## src/rtl/cnn_settings.svh

```systemverilog
`ifndef CNN_SETTINGS_SVH
`define CNN_SETTINGS_SVH

// side lengths in words
`define CNN_IMG_DIM 8
`define CNN_K_DIM 3
`define CNN_OUT_DIM 6

// data widths
`define CNN_PIX_W 8
`define CNN_ACC_W 20
`define CNN_RES_W 16

// region is chosen by address bits 31 to 28
`define CNN_REGION_MASK 32'hf000_0000
`define CNN_PIXEL_BASE 32'h1000_0000
`define CNN_WEIGHT_BASE 32'h2000_0000
`define CNN_BIAS_BASE 32'h3000_0000
`define CNN_CTRL_BASE 32'h4000_0000
`define CNN_RESULT_BASE 32'hd000_0000

`endif

```

## src/rtl/cnn_pkg.sv

```systemverilog
package cnn_pkg;

	// target of a host write
	typedef enum logic [2:0]
	{
		region_none,
		region_pixel,
		region_weight,
		region_bias,
		region_ctrl
	} region_e;

	// engine sequencing
	typedef enum logic [1:0]
	{
		state_idle,
		state_accumulate,
		state_save
	} conv_state_e;

endpackage

```

## src/rtl/cnn_ifs.sv

```systemverilog
`timescale 1ns/1ps
`include "cnn_settings.svh"

// decoder to local stores, one-cycle strobes
interface store_write_if;
	logic write_pixel;
	logic write_weight;
	logic write_bias;
	logic [$clog2(`CNN_IMG_DIM*`CNN_IMG_DIM)-1:0] write_addr;
	logic [`CNN_RES_W-1:0] write_data;

	modport source (
		output write_pixel, write_weight, write_bias, write_addr, write_data
	);

	modport sink (
		input write_pixel, write_weight, write_bias, write_addr, write_data
	);
endinterface

// engine to result memory
interface result_save_if;
	logic save_enable;
	logic [$clog2(`CNN_OUT_DIM*`CNN_OUT_DIM)-1:0] save_index;
	logic [`CNN_RES_W-1:0] save_data;
	logic calculation_done;

	modport source (
		output save_enable, save_index, save_data, calculation_done
	);

	modport sink (
		input save_enable, save_index, save_data, calculation_done
	);
endinterface

```

## src/rtl/bus_write_decoder.sv

```systemverilog
`timescale 1ns/1ps
`include "cnn_settings.svh"

module bus_write_decoder (
	input logic clk,
	input logic rst,
	input logic [31:0] awaddr,
	input logic awvalid,
	input logic [31:0] wdata,
	input logic wvalid,
	store_write_if.source store,
	output logic start,
	output logic clear_interrupt
);
	localparam int addr_w = $clog2(`CNN_IMG_DIM*`CNN_IMG_DIM);

	cnn_pkg::region_e region;
	logic write_fire;

	// address and data must both be valid on the same edge
	assign write_fire = awvalid && wvalid;

	always_comb
	begin
		case (awaddr & `CNN_REGION_MASK)
			`CNN_PIXEL_BASE: region = cnn_pkg::region_pixel;
			`CNN_WEIGHT_BASE: region = cnn_pkg::region_weight;
			`CNN_BIAS_BASE: region = cnn_pkg::region_bias;
			`CNN_CTRL_BASE: region = cnn_pkg::region_ctrl;
			default: region = cnn_pkg::region_none;
		endcase
	end

	always_ff @(posedge clk)
	begin
		if (rst)
		begin
			store.write_pixel <= 1'b0;
			store.write_weight <= 1'b0;
			store.write_bias <= 1'b0;
			start <= 1'b0;
			clear_interrupt <= 1'b0;
		end
		else
		begin
			store.write_pixel <= write_fire && (region == cnn_pkg::region_pixel);
			store.write_weight <= write_fire && (region == cnn_pkg::region_weight);
			store.write_bias <= write_fire && (region == cnn_pkg::region_bias);
			start <= write_fire && (region == cnn_pkg::region_ctrl) && wdata[0];
			clear_interrupt <= write_fire && (region == cnn_pkg::region_ctrl) && wdata[1];
		end
	end

	// word index in the low address bits
	always_ff @(posedge clk)
	begin
		store.write_addr <= awaddr[addr_w-1:0];
		store.write_data <= wdata[`CNN_RES_W-1:0];
	end

endmodule

```

## src/rtl/feature_store.sv

```systemverilog
`timescale 1ns/1ps
`include "cnn_settings.svh"

module feature_store (
	input logic clk,
	store_write_if.sink store,
	input logic [$clog2(`CNN_IMG_DIM)-1:0] pixel_row,
	input logic [$clog2(`CNN_IMG_DIM)-1:0] pixel_col,
	input logic [$clog2(`CNN_K_DIM*`CNN_K_DIM)-1:0] tap,
	output logic signed [`CNN_PIX_W-1:0] pixel_value,
	output logic signed [`CNN_PIX_W-1:0] weight_value,
	output logic signed [`CNN_RES_W-1:0] bias_value
);
	localparam int pixel_count = `CNN_IMG_DIM * `CNN_IMG_DIM;
	localparam int tap_count = `CNN_K_DIM * `CNN_K_DIM;
	localparam int tap_w = $clog2(tap_count);

	logic signed [`CNN_PIX_W-1:0] pixel_mem [pixel_count];
	logic signed [`CNN_PIX_W-1:0] weight_mem [tap_count];
	logic signed [`CNN_RES_W-1:0] bias_reg;

	always_ff @(posedge clk)
	begin
		if (store.write_pixel)
			pixel_mem[store.write_addr] <= store.write_data[`CNN_PIX_W-1:0];
		// taps beyond the kernel are dropped
		if (store.write_weight && (store.write_addr < tap_count))
			weight_mem[store.write_addr[tap_w-1:0]] <= store.write_data[`CNN_PIX_W-1:0];
		if (store.write_bias)
			bias_reg <= store.write_data;
	end

	// row-major, image side is a power of two
	assign pixel_value = pixel_mem[{pixel_row, pixel_col}];
	assign weight_value = weight_mem[tap];
	assign bias_value = bias_reg;

endmodule

```

## src/rtl/conv_engine.sv

```systemverilog
`timescale 1ns/1ps
`include "cnn_settings.svh"

module conv_engine (
	input logic clk,
	input logic rst,
	input logic start,
	input logic signed [`CNN_PIX_W-1:0] pixel_value,
	input logic signed [`CNN_PIX_W-1:0] weight_value,
	input logic signed [`CNN_RES_W-1:0] bias_value,
	output logic [$clog2(`CNN_IMG_DIM)-1:0] pixel_row,
	output logic [$clog2(`CNN_IMG_DIM)-1:0] pixel_col,
	output logic [$clog2(`CNN_K_DIM*`CNN_K_DIM)-1:0] tap,
	result_save_if.source result
);
	localparam int row_w = $clog2(`CNN_IMG_DIM);
	localparam int k_w = $clog2(`CNN_K_DIM);
	localparam int tap_w = $clog2(`CNN_K_DIM*`CNN_K_DIM);
	localparam int idx_w = $clog2(`CNN_OUT_DIM*`CNN_OUT_DIM);
	localparam int out_last = `CNN_OUT_DIM - 1;
	localparam int k_last = `CNN_K_DIM - 1;
	localparam logic signed [`CNN_ACC_W-1:0] sat_max = (1 <<< (`CNN_RES_W - 1)) - 1;

	cnn_pkg::conv_state_e state;
	logic [row_w-1:0] out_row;
	logic [row_w-1:0] out_col;
	logic [k_w-1:0] k_row;
	logic [k_w-1:0] k_col;
	logic signed [`CNN_ACC_W-1:0] acc;
	logic signed [2*`CNN_PIX_W-1:0] product;
	logic signed [`CNN_ACC_W-1:0] biased;
	logic last_tap;
	logic last_output;

	assign pixel_row = out_row + row_w'(k_row);
	assign pixel_col = out_col + row_w'(k_col);
	assign tap = tap_w'(k_row * `CNN_K_DIM + k_col);
	assign last_tap = (k_row == k_last) && (k_col == k_last);
	assign last_output = (out_row == out_last) && (out_col == out_last);

	assign product = pixel_value * weight_value;
	assign biased = acc + bias_value;

	// relu then clamp to the result width
	always_comb
	begin
		if (biased[`CNN_ACC_W-1])
			result.save_data = '0;
		else if (biased > sat_max)
			result.save_data = sat_max[`CNN_RES_W-1:0];
		else
			result.save_data = biased[`CNN_RES_W-1:0];
	end

	assign result.save_enable = (state == cnn_pkg::state_save);
	assign result.save_index = idx_w'(out_row * `CNN_OUT_DIM + out_col);

	always_ff @(posedge clk)
	begin
		if (rst)
		begin
			state <= cnn_pkg::state_idle;
			result.calculation_done <= 1'b0;
			out_row <= '0;
			out_col <= '0;
			k_row <= '0;
			k_col <= '0;
		end
		else
		begin
			result.calculation_done <= 1'b0;
			case (state)
				cnn_pkg::state_idle:
				begin
					out_row <= '0;
					out_col <= '0;
					k_row <= '0;
					k_col <= '0;
					if (start)
						state <= cnn_pkg::state_accumulate;
				end
				cnn_pkg::state_accumulate:
				begin
					k_col <= (k_col == k_last) ? '0 : k_col + 1'b1;
					if (k_col == k_last)
						k_row <= (k_row == k_last) ? '0 : k_row + 1'b1;
					if (last_tap)
						state <= cnn_pkg::state_save;
				end
				cnn_pkg::state_save:
				begin
					out_col <= (out_col == out_last) ? '0 : out_col + 1'b1;
					if (out_col == out_last)
						out_row <= (out_row == out_last) ? '0 : out_row + 1'b1;
					if (last_output)
					begin
						state <= cnn_pkg::state_idle;
						result.calculation_done <= 1'b1;
					end
					else
						state <= cnn_pkg::state_accumulate;
				end
				default: state <= cnn_pkg::state_idle;
			endcase
		end
	end

	// fresh sum for every output
	always_ff @(posedge clk)
	begin
		if (state == cnn_pkg::state_accumulate)
			acc <= acc + product;
		else
			acc <= '0;
	end

endmodule

```

## src/rtl/result_store.sv

```systemverilog
`timescale 1ns/1ps
`include "cnn_settings.svh"

module result_store (
	input logic clk,
	input logic rst,
	input logic [31:0] araddr,
	input logic arvalid,
	input logic clear_interrupt,
	result_save_if.sink result,
	output logic [31:0] rdata,
	output logic interrupt_signal
);
	localparam int result_count = `CNN_OUT_DIM * `CNN_OUT_DIM;
	localparam int idx_w = $clog2(result_count);

	logic [`CNN_RES_W-1:0] result_mem [result_count];
	logic read_hit;

	// anything outside the result window reads as zero
	assign read_hit = ((araddr & `CNN_REGION_MASK) == `CNN_RESULT_BASE)
		&& (araddr[27:0] < result_count);

	always_ff @(posedge clk)
	begin
		if (result.save_enable)
			result_mem[result.save_index] <= result.save_data;
		if (arvalid)
			rdata <= read_hit
				? {{(32-`CNN_RES_W){1'b0}}, result_mem[araddr[idx_w-1:0]]}
				: 32'd0;
	end

	// done has priority over a clear in the same cycle
	always_ff @(posedge clk)
	begin
		if (rst)
			interrupt_signal <= 1'b0;
		else if (result.calculation_done)
			interrupt_signal <= 1'b1;
		else if (clear_interrupt)
			interrupt_signal <= 1'b0;
	end

endmodule

```

## src/rtl/cnn.sv

```systemverilog
`timescale 1ns/1ps
`include "cnn_settings.svh"

module cnn (
	input logic clk,
	input logic rst,
	input logic [31:0] araddr,
	input logic arvalid,
	input logic [31:0] awaddr,
	input logic awvalid,
	input logic [31:0] wdata,
	input logic wvalid,
	output logic [31:0] rdata,
	output logic interrupt_signal
);
	logic start;
	logic clear_interrupt;
	logic [$clog2(`CNN_IMG_DIM)-1:0] pixel_row;
	logic [$clog2(`CNN_IMG_DIM)-1:0] pixel_col;
	logic [$clog2(`CNN_K_DIM*`CNN_K_DIM)-1:0] tap;
	logic signed [`CNN_PIX_W-1:0] pixel_value;
	logic signed [`CNN_PIX_W-1:0] weight_value;
	logic signed [`CNN_RES_W-1:0] bias_value;

	store_write_if store_bus ();
	result_save_if result_bus ();

	bus_write_decoder i_decoder (
		.clk(clk),
		.rst(rst),
		.awaddr(awaddr),
		.awvalid(awvalid),
		.wdata(wdata),
		.wvalid(wvalid),
		.store(store_bus),
		.start(start),
		.clear_interrupt(clear_interrupt)
	);

	feature_store i_feature_store (
		.clk(clk),
		.store(store_bus),
		.pixel_row(pixel_row),
		.pixel_col(pixel_col),
		.tap(tap),
		.pixel_value(pixel_value),
		.weight_value(weight_value),
		.bias_value(bias_value)
	);

	conv_engine i_conv_engine (
		.clk(clk),
		.rst(rst),
		.start(start),
		.pixel_value(pixel_value),
		.weight_value(weight_value),
		.bias_value(bias_value),
		.pixel_row(pixel_row),
		.pixel_col(pixel_col),
		.tap(tap),
		.result(result_bus)
	);

	result_store i_result_store (
		.clk(clk),
		.rst(rst),
		.araddr(araddr),
		.arvalid(arvalid),
		.clear_interrupt(clear_interrupt),
		.result(result_bus),
		.rdata(rdata),
		.interrupt_signal(interrupt_signal)
	);

endmodule

```

## config.mk

```make
export PLATFORM = sky130hd
export DESIGN_NAME = cnn
export DESIGN_NICKNAME = d
export VERILOG_FILES = /design/src/rtl/cnn_pkg.sv /design/src/rtl/cnn_ifs.sv /design/src/rtl/bus_write_decoder.sv /design/src/rtl/feature_store.sv /design/src/rtl/conv_engine.sv /design/src/rtl/result_store.sv /design/src/rtl/cnn.sv
export VERILOG_INCLUDE_DIRS = /design/src /design/src/rtl
export SDC_FILE = /design/constraint.sdc
export NUM_CORES = 1
export LEC_CHECK = 0
export ABC_AREA = 1
export BUFFER_PORTS_ARGS = -buffer_cell sky130_fd_sc_hd__buf_2
export CAP_MARGIN = 5
export CORE_AREA = 4 4 375 377
export CTS_BUF_LIST = sky130_fd_sc_hd__clkbuf_2
export CTS_CLUSTER_DIAMETER = 80
export DETAILED_ROUTE_END_ITERATION = 6
export DIE_AREA = 0 0 379 381
export MAX_ROUTING_LAYER = met4
export PLACE_DENSITY = 0.57
export SETUP_SLACK_MARGIN = 0.05
export SYNTH_ARGS = -nofsm -noshare
export SYNTH_HDL_FRONTEND = slang
export SYNTH_SLANG_ARGS = --single-unit
```

## constraint.sdc

```tcl
create_clock -name clk -period 10 [get_ports clk]
set_input_delay 1.5 -clock clk [delete_from_list [all_inputs] [get_ports clk]]
set_output_delay 1.5 -clock clk [all_outputs]
set_load 0.05 [all_outputs]
```

==> summary by stage, run 1 <==
Routing
The first routing iteration left 3105 violations. The detail-routed net length per standard cell is 19.8 µm. The overall routed net length is 139 mm. The detail-routed via count per cell is 5.17. The count of antenna-violating nets left after detailed routing is 0. In the routed design, unresolved DRC markers number 0. The total via count after detailed routing is 36100. The number of search-and-repair iterations in the first detailed-routing pass is 7.

Timing
The total count of hold-check failures in the final report is 0. The accumulated negative setup slack is 0 ns. Between clock sinks in the finished design, the worst skew comes to 0.173 ns.

The remaining max-slew budget at the tightest pin is 18.0%. The hold slack is 0.274 ns. Setup repair after global routing left no endpoint under its margin. The least setup slack across all paths after layout is 2.13 ns.

After layout, the worst path uses 78.7% of the clock period. The final number of max-transition violations is 0. The number of setup violations in the final report is 0. The actual transition at the worst max-transition pin is 1.23 ns.

Based on the critical path, the design can be clocked at up to 0.127 GHz. For the finished layout, the period the worst path requires is 7.87 ns.

CTS
The post-cts resize count is 0. The count of clock tree sinks is 1253. The clock tree buffer depth is 4.

The clock root buffer is sky130_fd_sc_hd__clkbuf_2. The clock tree synthesis step divided the H-tree into 5 levels. Clock latency on the worst-skew pair, taken at its later pin, is 1.65 ns. The TritonCTS clock tree is done. The total CTS buffers is 337.

The clock-pin slew on the worst setup and hold paths is 0.09 ns.

Worst setup path
The arrival time at the worst endpoint is 9.29 ns. Of all nets on the critical path, the largest fanout is 69. STA puts the critical path data required time at 11.43 ns. The kind of end point of the critical path is a flip-flop. STA classifies the critical path startpoint as a flip-flop. By startpoint and endpoint, the worst setup path is classified as flip-flop to flip-flop.

Run
The number of max-cap violations is 0.

Global route
The first global-routing pass estimated 213 mm of wire. The total grt overflow is 0. The via count of the first global-routing pass is 35500. The overall global routing resource usage is 19.7%. The number of antenna violations at the first check in global routing is 3. The largest net degree at the start of global routing is 150.

Min path
The min-delay analysis places its worst path in the category input pin to flip-flop.

Synthesis
The synthesis warning total is 0. The cell area that synthesis handed to floorplanning was 54600 µm². Yosys mapped a number of flops with a built-in enable equal to 1192. A synthesized cell averages 11.8 µm². After synthesis, the share of flip-flops with an asynchronous set or reset is 0%.

After synthesis, the netlist uses 49 different library cells. In this run, synthesis produced a sequential element count of 1253. For this run, the register share of the synthesized area comes to 67.8%. The dominant synthesized flop cell is sky130_fd_sc_hd__edfxtp_1. Synthesis produced a netlist whose cell count is 4638.

Layout
The post-route netlist has 14.5% of its cells at a drive strength greater than 1. The area growth from synthesis to layout is 10.1%. The total non-filler cell area in the finished layout is 60100 µm².

Summing all flip-flop and latch instances after layout gives 37000 µm². The filler cell count in the final layout is 13000. For this run, the post-layout net count is 5246. The multi-input logic area is 15600 µm².

Floorplan
The placeable core area is 137000 µm². The die area is 144000 µm². The top-level port count is 134. In this run the core area contains 136 standard-cell rows.

The floorplan die width is 379 µm. For this configuration, the core starts out at a cell density of 39.8%. The die is 381 µm tall.

Power
For this design the ratio of total power to cell area is 158 nW/µm². The worst-case IR drop observed on VDD is 0.124 mV. The static leakage power is 22.2 nW.

Place
Before CTS, the worst setup slack after placement is 2.13 ns. Summing all placed instances gives a cell area of 57000 µm². The final weighted congestion of routability-driven global placement is 0.850. Buffers placed on the I/O ports in this run total 79. The detailed-placement wirelength estimate is 79.5 mm.

Run status
The run finished with clean final reports.
-- stage by stage --
step | utilization [%] | cells | total power (W)
after floorplan | - | 4689 | 0.00610
after global placement | 41.6 | 6399 | 0.00623
after detailed placement | 41.6 | 6399 | 0.00624
after CTS | 43.8 | 6981 | 0.00961
after global routing | 43.8 | 6987 | 0.00995
final | 43.8 | 6988 | 0.00949
-- layer usage --
metal | vias up | global-route usage (%) | share of wire (%)
met5 | - | - | 0
met2 | 1140 | 31.0 | 48
met4 | 0 | 6.82 | 2.9
met1 | 17600 | 26.1 | 43
met3 | 274 | 3.21 | 5.8
li1 | 17200 | - | -
-- logic make-up after synthesis --
kind of cell / count (synthesis) / synth area share [%]
buffers and inverters: 523 / 4.12
DFF: 1253 / 67.8
AOI/OAI and AO/OA: 656 / 6.72
adders and majority gates: 173 / 5.27
muxes: 13 / 0.238
and+or+nand+nor: 1992 / 15.4
other: 1 / 0.00687
xor gates and xnor gates: 27 / 0.461
-- final timing paths --
path / startpoint / to / cells after the start / slack [ns]
min: awaddr[30] / i_decoder.store.write_pixel / 4 / 0.27
max: i_conv_engine.k_col[0] / i_conv_engine.acc[14] / 27 / 2.13
min reg2reg: i_decoder.store.write_data[9] / i_feature_store.bias_value[9] / 0 / 0.39
max reg2reg: i_conv_engine.k_col[0] / i_conv_engine.acc[14] / 27 / 2.13
-- registers in the layout, summed over array words and instances, names as in the netlist --
name / cells
i_conv_engine.acc: 20
i_conv_engine.k_col: 2
i_result_store.result_mem: 576
i_decoder.start: 1
i_conv_engine.k_row: 2
i_conv_engine.out_row: 3
i_decoder.clear_interrupt: 1
i_feature_store.weight_mem: 72
i_decoder.store.write_data: 16
i_feature_store.bias_value: 16
i_decoder.store.write_pixel: 1
i_conv_engine.result.calculation_done: 1
i_result_store.rdata: 16
i_feature_store.pixel_mem: 512
i_decoder.store.write_bias: 1
i_conv_engine.state: 2
i_decoder.store.write_addr: 6
i_decoder.store.write_weight: 1
i_result_store.interrupt_signal: 1
i_conv_engine.out_col: 3
-- synthesized netlist by cell type (4+ instances only) --
| master | n | area (µm²) |
|---|---|---|
| sky130_fd_sc_hd__inv_1 | 252 | 946 |
| sky130_fd_sc_hd__o211ai_1 | 52 | 390 |
| sky130_fd_sc_hd__xnor2_1 | 16 | 140 |
| sky130_fd_sc_hd__nor3_1 | 17 | 85.1 |
| sky130_fd_sc_hd__o21ai_0 | 349 | 1750 |
| sky130_fd_sc_hd__o221ai_1 | 28 | 245 |
| sky130_fd_sc_hd__inv_2 | 8 | 30.0 |
| sky130_fd_sc_hd__nand3_2 | 12 | 120 |
| sky130_fd_sc_hd__xor2_1 | 9 | 78.8 |
| sky130_fd_sc_hd__fa_1 | 95 | 1900 |
| sky130_fd_sc_hd__nand3_1 | 548 | 2740 |
| sky130_fd_sc_hd__nand3b_1 | 4 | 30.0 |
| sky130_fd_sc_hd__a21oi_1 | 115 | 576 |
| sky130_fd_sc_hd__nor4_1 | 10 | 62.6 |
| sky130_fd_sc_hd__mux2i_1 | 13 | 130 |
| sky130_fd_sc_hd__ha_1 | 78 | 976 |
| sky130_fd_sc_hd__o22ai_1 | 80 | 500 |
| sky130_fd_sc_hd__clkbuf_1 | 118 | 443 |
| sky130_fd_sc_hd__nand4_1 | 25 | 156 |
| sky130_fd_sc_hd__buf_6 | 5 | 56.3 |
| sky130_fd_sc_hd__edfxtp_1 | 1192 | 35800 |
| sky130_fd_sc_hd__nand2_1 | 824 | 3090 |
| sky130_fd_sc_hd__nor2_1 | 540 | 2030 |
| sky130_fd_sc_hd__buf_4 | 34 | 255 |
| sky130_fd_sc_hd__dfxtp_1 | 61 | 1220 |
| sky130_fd_sc_hd__o21ai_1 | 14 | 70.1 |
| sky130_fd_sc_hd__buf_2 | 96 | 480 |
| sky130_fd_sc_hd__buf_1 | 9 | 33.8 |
-- power breakdown --
part | total, W | switching, W | internal, W | leakage (nW)
logic | 0.000400 | 0.000292 | 0.000108 | 8.76
clock network | 0.00337 | 0.00202 | 0.00134 | 2.22
registers | 0.00573 | 0.0000153 | 0.00571 | 11.2
total | 0.00949 | 0.00233 | 0.00716 | 22.2
-- timing repair --
item | in CTS | in global routing
endpoints found under the setup margin | 0 | 0
endpoints found under the hold margin | 25 | 0
setup buffers | 0 | 0
hold buffers | 26 | 0
-- placed cells by master (no fill, tap or decap), types with 39 or more instances in the layout --
| master | n |
|---|---|
| sky130_fd_sc_hd__clkinv_1 | 39 |
| sky130_fd_sc_hd__nand2_1 | 824 |
| sky130_fd_sc_hd__buf_4 | 96 |
| sky130_fd_sc_hd__nand3_1 | 548 |
| sky130_fd_sc_hd__edfxtp_1 | 1192 |
| sky130_fd_sc_hd__conb_1 | 52 |
| sky130_fd_sc_hd__clkbuf_2 | 506 |
| sky130_fd_sc_hd__fa_1 | 94 |
| sky130_fd_sc_hd__o21ai_0 | 349 |
| sky130_fd_sc_hd__o211ai_1 | 52 |
| sky130_fd_sc_hd__o22ai_1 | 80 |
| sky130_fd_sc_hd__buf_2 | 77 |
| sky130_fd_sc_hd__nor2_1 | 533 |
| sky130_fd_sc_hd__inv_1 | 251 |
| sky130_fd_sc_hd__ha_1 | 77 |
| sky130_fd_sc_hd__a21oi_1 | 115 |
| sky130_fd_sc_hd__dfxtp_1 | 53 |
-- worst max-delay path, cell delays in order (launching register included) --
cell and delay (ns):
sky130_fd_sc_hd__dfxtp_1 0.49, sky130_fd_sc_hd__ha_4 0.17, sky130_fd_sc_hd__inv_1 0.04, sky130_fd_sc_hd__fa_4 0.86
sky130_fd_sc_hd__inv_4 0.31, sky130_fd_sc_hd__buf_4 0.35, sky130_fd_sc_hd__nand3_1 0.09, sky130_fd_sc_hd__nand3_1 0.08
sky130_fd_sc_hd__nand3_1 0.14, sky130_fd_sc_hd__nand3_1 0.13, sky130_fd_sc_hd__nand3_2 0.20, sky130_fd_sc_hd__nand2_4 0.12
sky130_fd_sc_hd__nor2_2 0.78, sky130_fd_sc_hd__fa_1 0.58, sky130_fd_sc_hd__fa_1 0.49, sky130_fd_sc_hd__fa_1 0.56
sky130_fd_sc_hd__fa_1 0.42, sky130_fd_sc_hd__fa_1 0.44, sky130_fd_sc_hd__ha_1 0.38, sky130_fd_sc_hd__nand3_1 0.09
sky130_fd_sc_hd__nand3_1 0.15, sky130_fd_sc_hd__a21boi_0 0.13, sky130_fd_sc_hd__o21ai_0 0.28, sky130_fd_sc_hd__inv_1 0.07
sky130_fd_sc_hd__nor2_1 0.12, sky130_fd_sc_hd__o21ai_0 0.09, sky130_fd_sc_hd__nand2_1 0.06, sky130_fd_sc_hd__nor2_1 0.03
-- layout make-up --
cell class | count | share of cell area (%)
Tap cell | 1794 | 3.73
Timing Repair Buffer | 206 | 2.51
Clock buffer | 506 | 4.21
Clock inverter | 50 | 0.364
Sequential cell | 1253 | 61.6
Antenna cell | 5 | 0.0208
Inverter | 261 | 1.66
Multi-Input combinational cell | 2913 | 25.9
Note: power is estimated with default switching activity, not from simulation.
==> run 2, diff against run 1 <==
- PLACE_DENSITY: 0.57 -> 0.59
- clock period: 10 -> 7.1 ns (I/O delays scaled with it)
==> summary by stage, run 2 (synthesis gave the netlist of run 1 again) <==
Run status
The flow ran to the end, and the final reports show no timing, DRC or antenna violations.

Floorplan
The top-level port count is 134. The number of placement rows is 136. The floorplan die width is 379 µm. The core region is 137000 µm². From bottom edge to top edge, the die measures 381 µm. For this configuration, the core starts out at a cell density of 39.8%. The die covers 144000 µm².

Place
The count of buffers added on input and output ports is 79. The wire-length estimate of the detail-placed layout is 81.2 mm. At the end of routability-driven placement, the weighted congestion stood at 0.848.

Timing
Setup violations remaining at the end of the flow were counted as 0. The maximum clock rate is 0.148 GHz. The final clock period utilization by the worst path is 95.4%. The shortest clock period the worst path allows after layout is 6.77 ns. The accumulated negative setup slack is 0 ns. Setup repair after global routing left no endpoint under its margin.

The worst clock skew on the final layout is 0.212 ns. The final number of max-transition violations came to 0. The actual transition at the worst max-transition pin is 1.29 ns. The total count of hold-check failures in the final report was 0.

The remaining max-slew budget at the tightest pin is 14.2%.

Global route
The largest net degree at the start of global routing is 161. For this run, global-route usage on met2 was measured as 30.7%. The wire length of the first global-routing pass is 211 mm. The overall global routing resource usage is 19.6%. The via count of the first global-routing pass came to 36100. In this run the most used layer during global routing was met2. The met1 demand-to-capacity share in global routing is 25.6%. After global routing the overflow that remains totals 0. The met3 global-route usage is 3.63%. The number of antenna violations at the first check in global routing is 4.

Layout
Cells with a size suffix above 1 make up 15.8% of the layout. The library cells used most frequently in the layout, excluding fill and tap cells, are sky130_fd_sc_hd__edfxtp_1, sky130_fd_sc_hd__nand2_1, sky130_fd_sc_hd__nand3_1. The register with the highest flop count is i_result_store.result_mem.

For this run, the post-layout net count is 5325. The number of flip-flops in the largest register is 576. Leaving out fill and tap cells, the most frequent cell in the layout is sky130_fd_sc_hd__edfxtp_1. The final cell utilization of the core is 44.7%.

Compared with the post-synthesis result, the final layout area differs by 12.2%.

Routing
After detailed routing, the number of vias per cell comes to 5.19. For this block, the initial DRC count from the detailed router was 3094. Before antenna repair, the detailed router went through 5 iterations. The count of antenna-violating nets left after detailed routing is 0. The DRC violation count after routing is 0. Summed over all layers, the routed wires come to 140 mm. The detail-routed net length per standard cell is 19.8 µm. The detailed router placed 36600 vias in this run.

Power
The design draws 0.0133 W. VDD sags by at most 0.159 mV. The analysis attributes to cell leakage a power of 22.6 nW. The power density over the cells is 218 nW/µm².

Min path
The worst hold path class is input pin to flip-flop.

CTS
The clock tree buffer depth is 4. At the later pin of the worst-skew pair, clock insertion delay measures 1.64 ns. The clock root buffer is sky130_fd_sc_hd__clkbuf_2. The clock-pin slew on the worst setup and hold paths is 0.10 ns. TritonCTS created 331 clock buffers.

The TritonCTS clock tree is done. The clock tree synthesis step divided the H-tree into 5 levels. The count of clock tree sinks is 1253.

Run
Across the run, the number of max-cap violations was 0.

Worst setup path
The cell that appears most often on the critical path is sky130_fd_sc_hd__fa_1. The arrival time at the worst endpoint is 8.16 ns. Along the worst path, the maximum fanout reaches 13. The start-to-end type of the worst setup path is flip-flop to flip-flop. The worst setup path is launched from a flip-flop. For this design, the slowest cell found on the critical path is sky130_fd_sc_hd__fa_4. For the worst setup path, the data required time is 8.49 ns.

The delay of the slowest cell on the worst path is 0.95 ns. The kind of end point of the critical path is a flip-flop.
-- run 2: changes by cell type in the layout (fill, tap and decap cells not counted), moves of 11 or more --
cell	previous run	this run
sky130_fd_sc_hd__clkbuf_2	506	481
sky130_fd_sc_hd__dlygate4sd3_1	26	50
sky130_fd_sc_hd__buf_4	96	137
sky130_fd_sc_hd__nand3_1	548	534
sky130_fd_sc_hd__nor2_1	533	522
sky130_fd_sc_hd__buf_12	3	16
-- run 2: layer usage --
metal	vias to the layer above	share of wire, %
met1	17700	43
met3	255	6.7
li1	17300	-
met5	-	0
met4	0	2.9
met2	1256	48
-- run 2: critical path, delay by kind of cell (launching register included) --
family / cells / cell delay, ns
compound gates: 4 / 0.55
fa+ha+maj: 8 / 3.74
buf+inv: 7 / 0.71
flops: 1 / 0.39
simple gates: 9 / 1.24
-- run 2: path summary, 6_finish.rpt --
path | start | endpoint | slack [ns] | cells past startpoint
setup / recovery | i_conv_engine.k_col[0] | i_conv_engine.acc[13] | 0.33 | 28
hold / removal | wdata[10] | i_decoder.store.write_data[10] | 0.27 | 2
setup reg to reg | i_conv_engine.k_col[0] | i_conv_engine.acc[13] | 0.33 | 28
hold reg to reg | i_decoder.store.write_data[13] | i_feature_store.bias_value[13] | 0.41 | 0
-- run 2: repair_timing --
| item | CTS | global route |
|---|---|---|
| setup endpoints to repair | 0 | 9 |
| hold buffers | 50 | 0 |
| endpoints found under the hold margin | 64 | 0 |
| setup buffers | 0 | 7 |
| resized for setup | 0 | 56 |
-- run 2: layout make-up --
class                      instances  area (µm²)
fill                           12800       75900
sequential                      1253       37000
multi-input combinational       2913       15800
timing repair buffer             291        2450
clock buffer                     481        2410
tap                             1794        2240
inverter                         261        1000
clock inverter                    55         268
antenna                            6        15.0
-- run 2: power by group --
group | switching, W | internal [W]
clock | 0.00283 | 0.00185
sequential | 0.0000189 | 0.00804
combinational | 0.000430 | 0.000173
total | 0.00328 | 0.0101
-- run 2: through the flow --
stage / hold WS [ns] / cell area [µm²] / worst slack (ns) / cells
3_3_place_gp: 0.388 / 57600 / 0.219 / 6448
3_5_place_dp: 0.391 / 57600 / 0.254 / 6448
2_1_floorplan: 0.386 / 54800 / 0.383 / 4689
5_1_grt: 0.0702 / 61300 / 0.0115 / 7054
6_report: 0.265 / 61300 / 0.329 / 7054
4_1_cts: 0.0184 / 60800 / 0.0769 / 7034
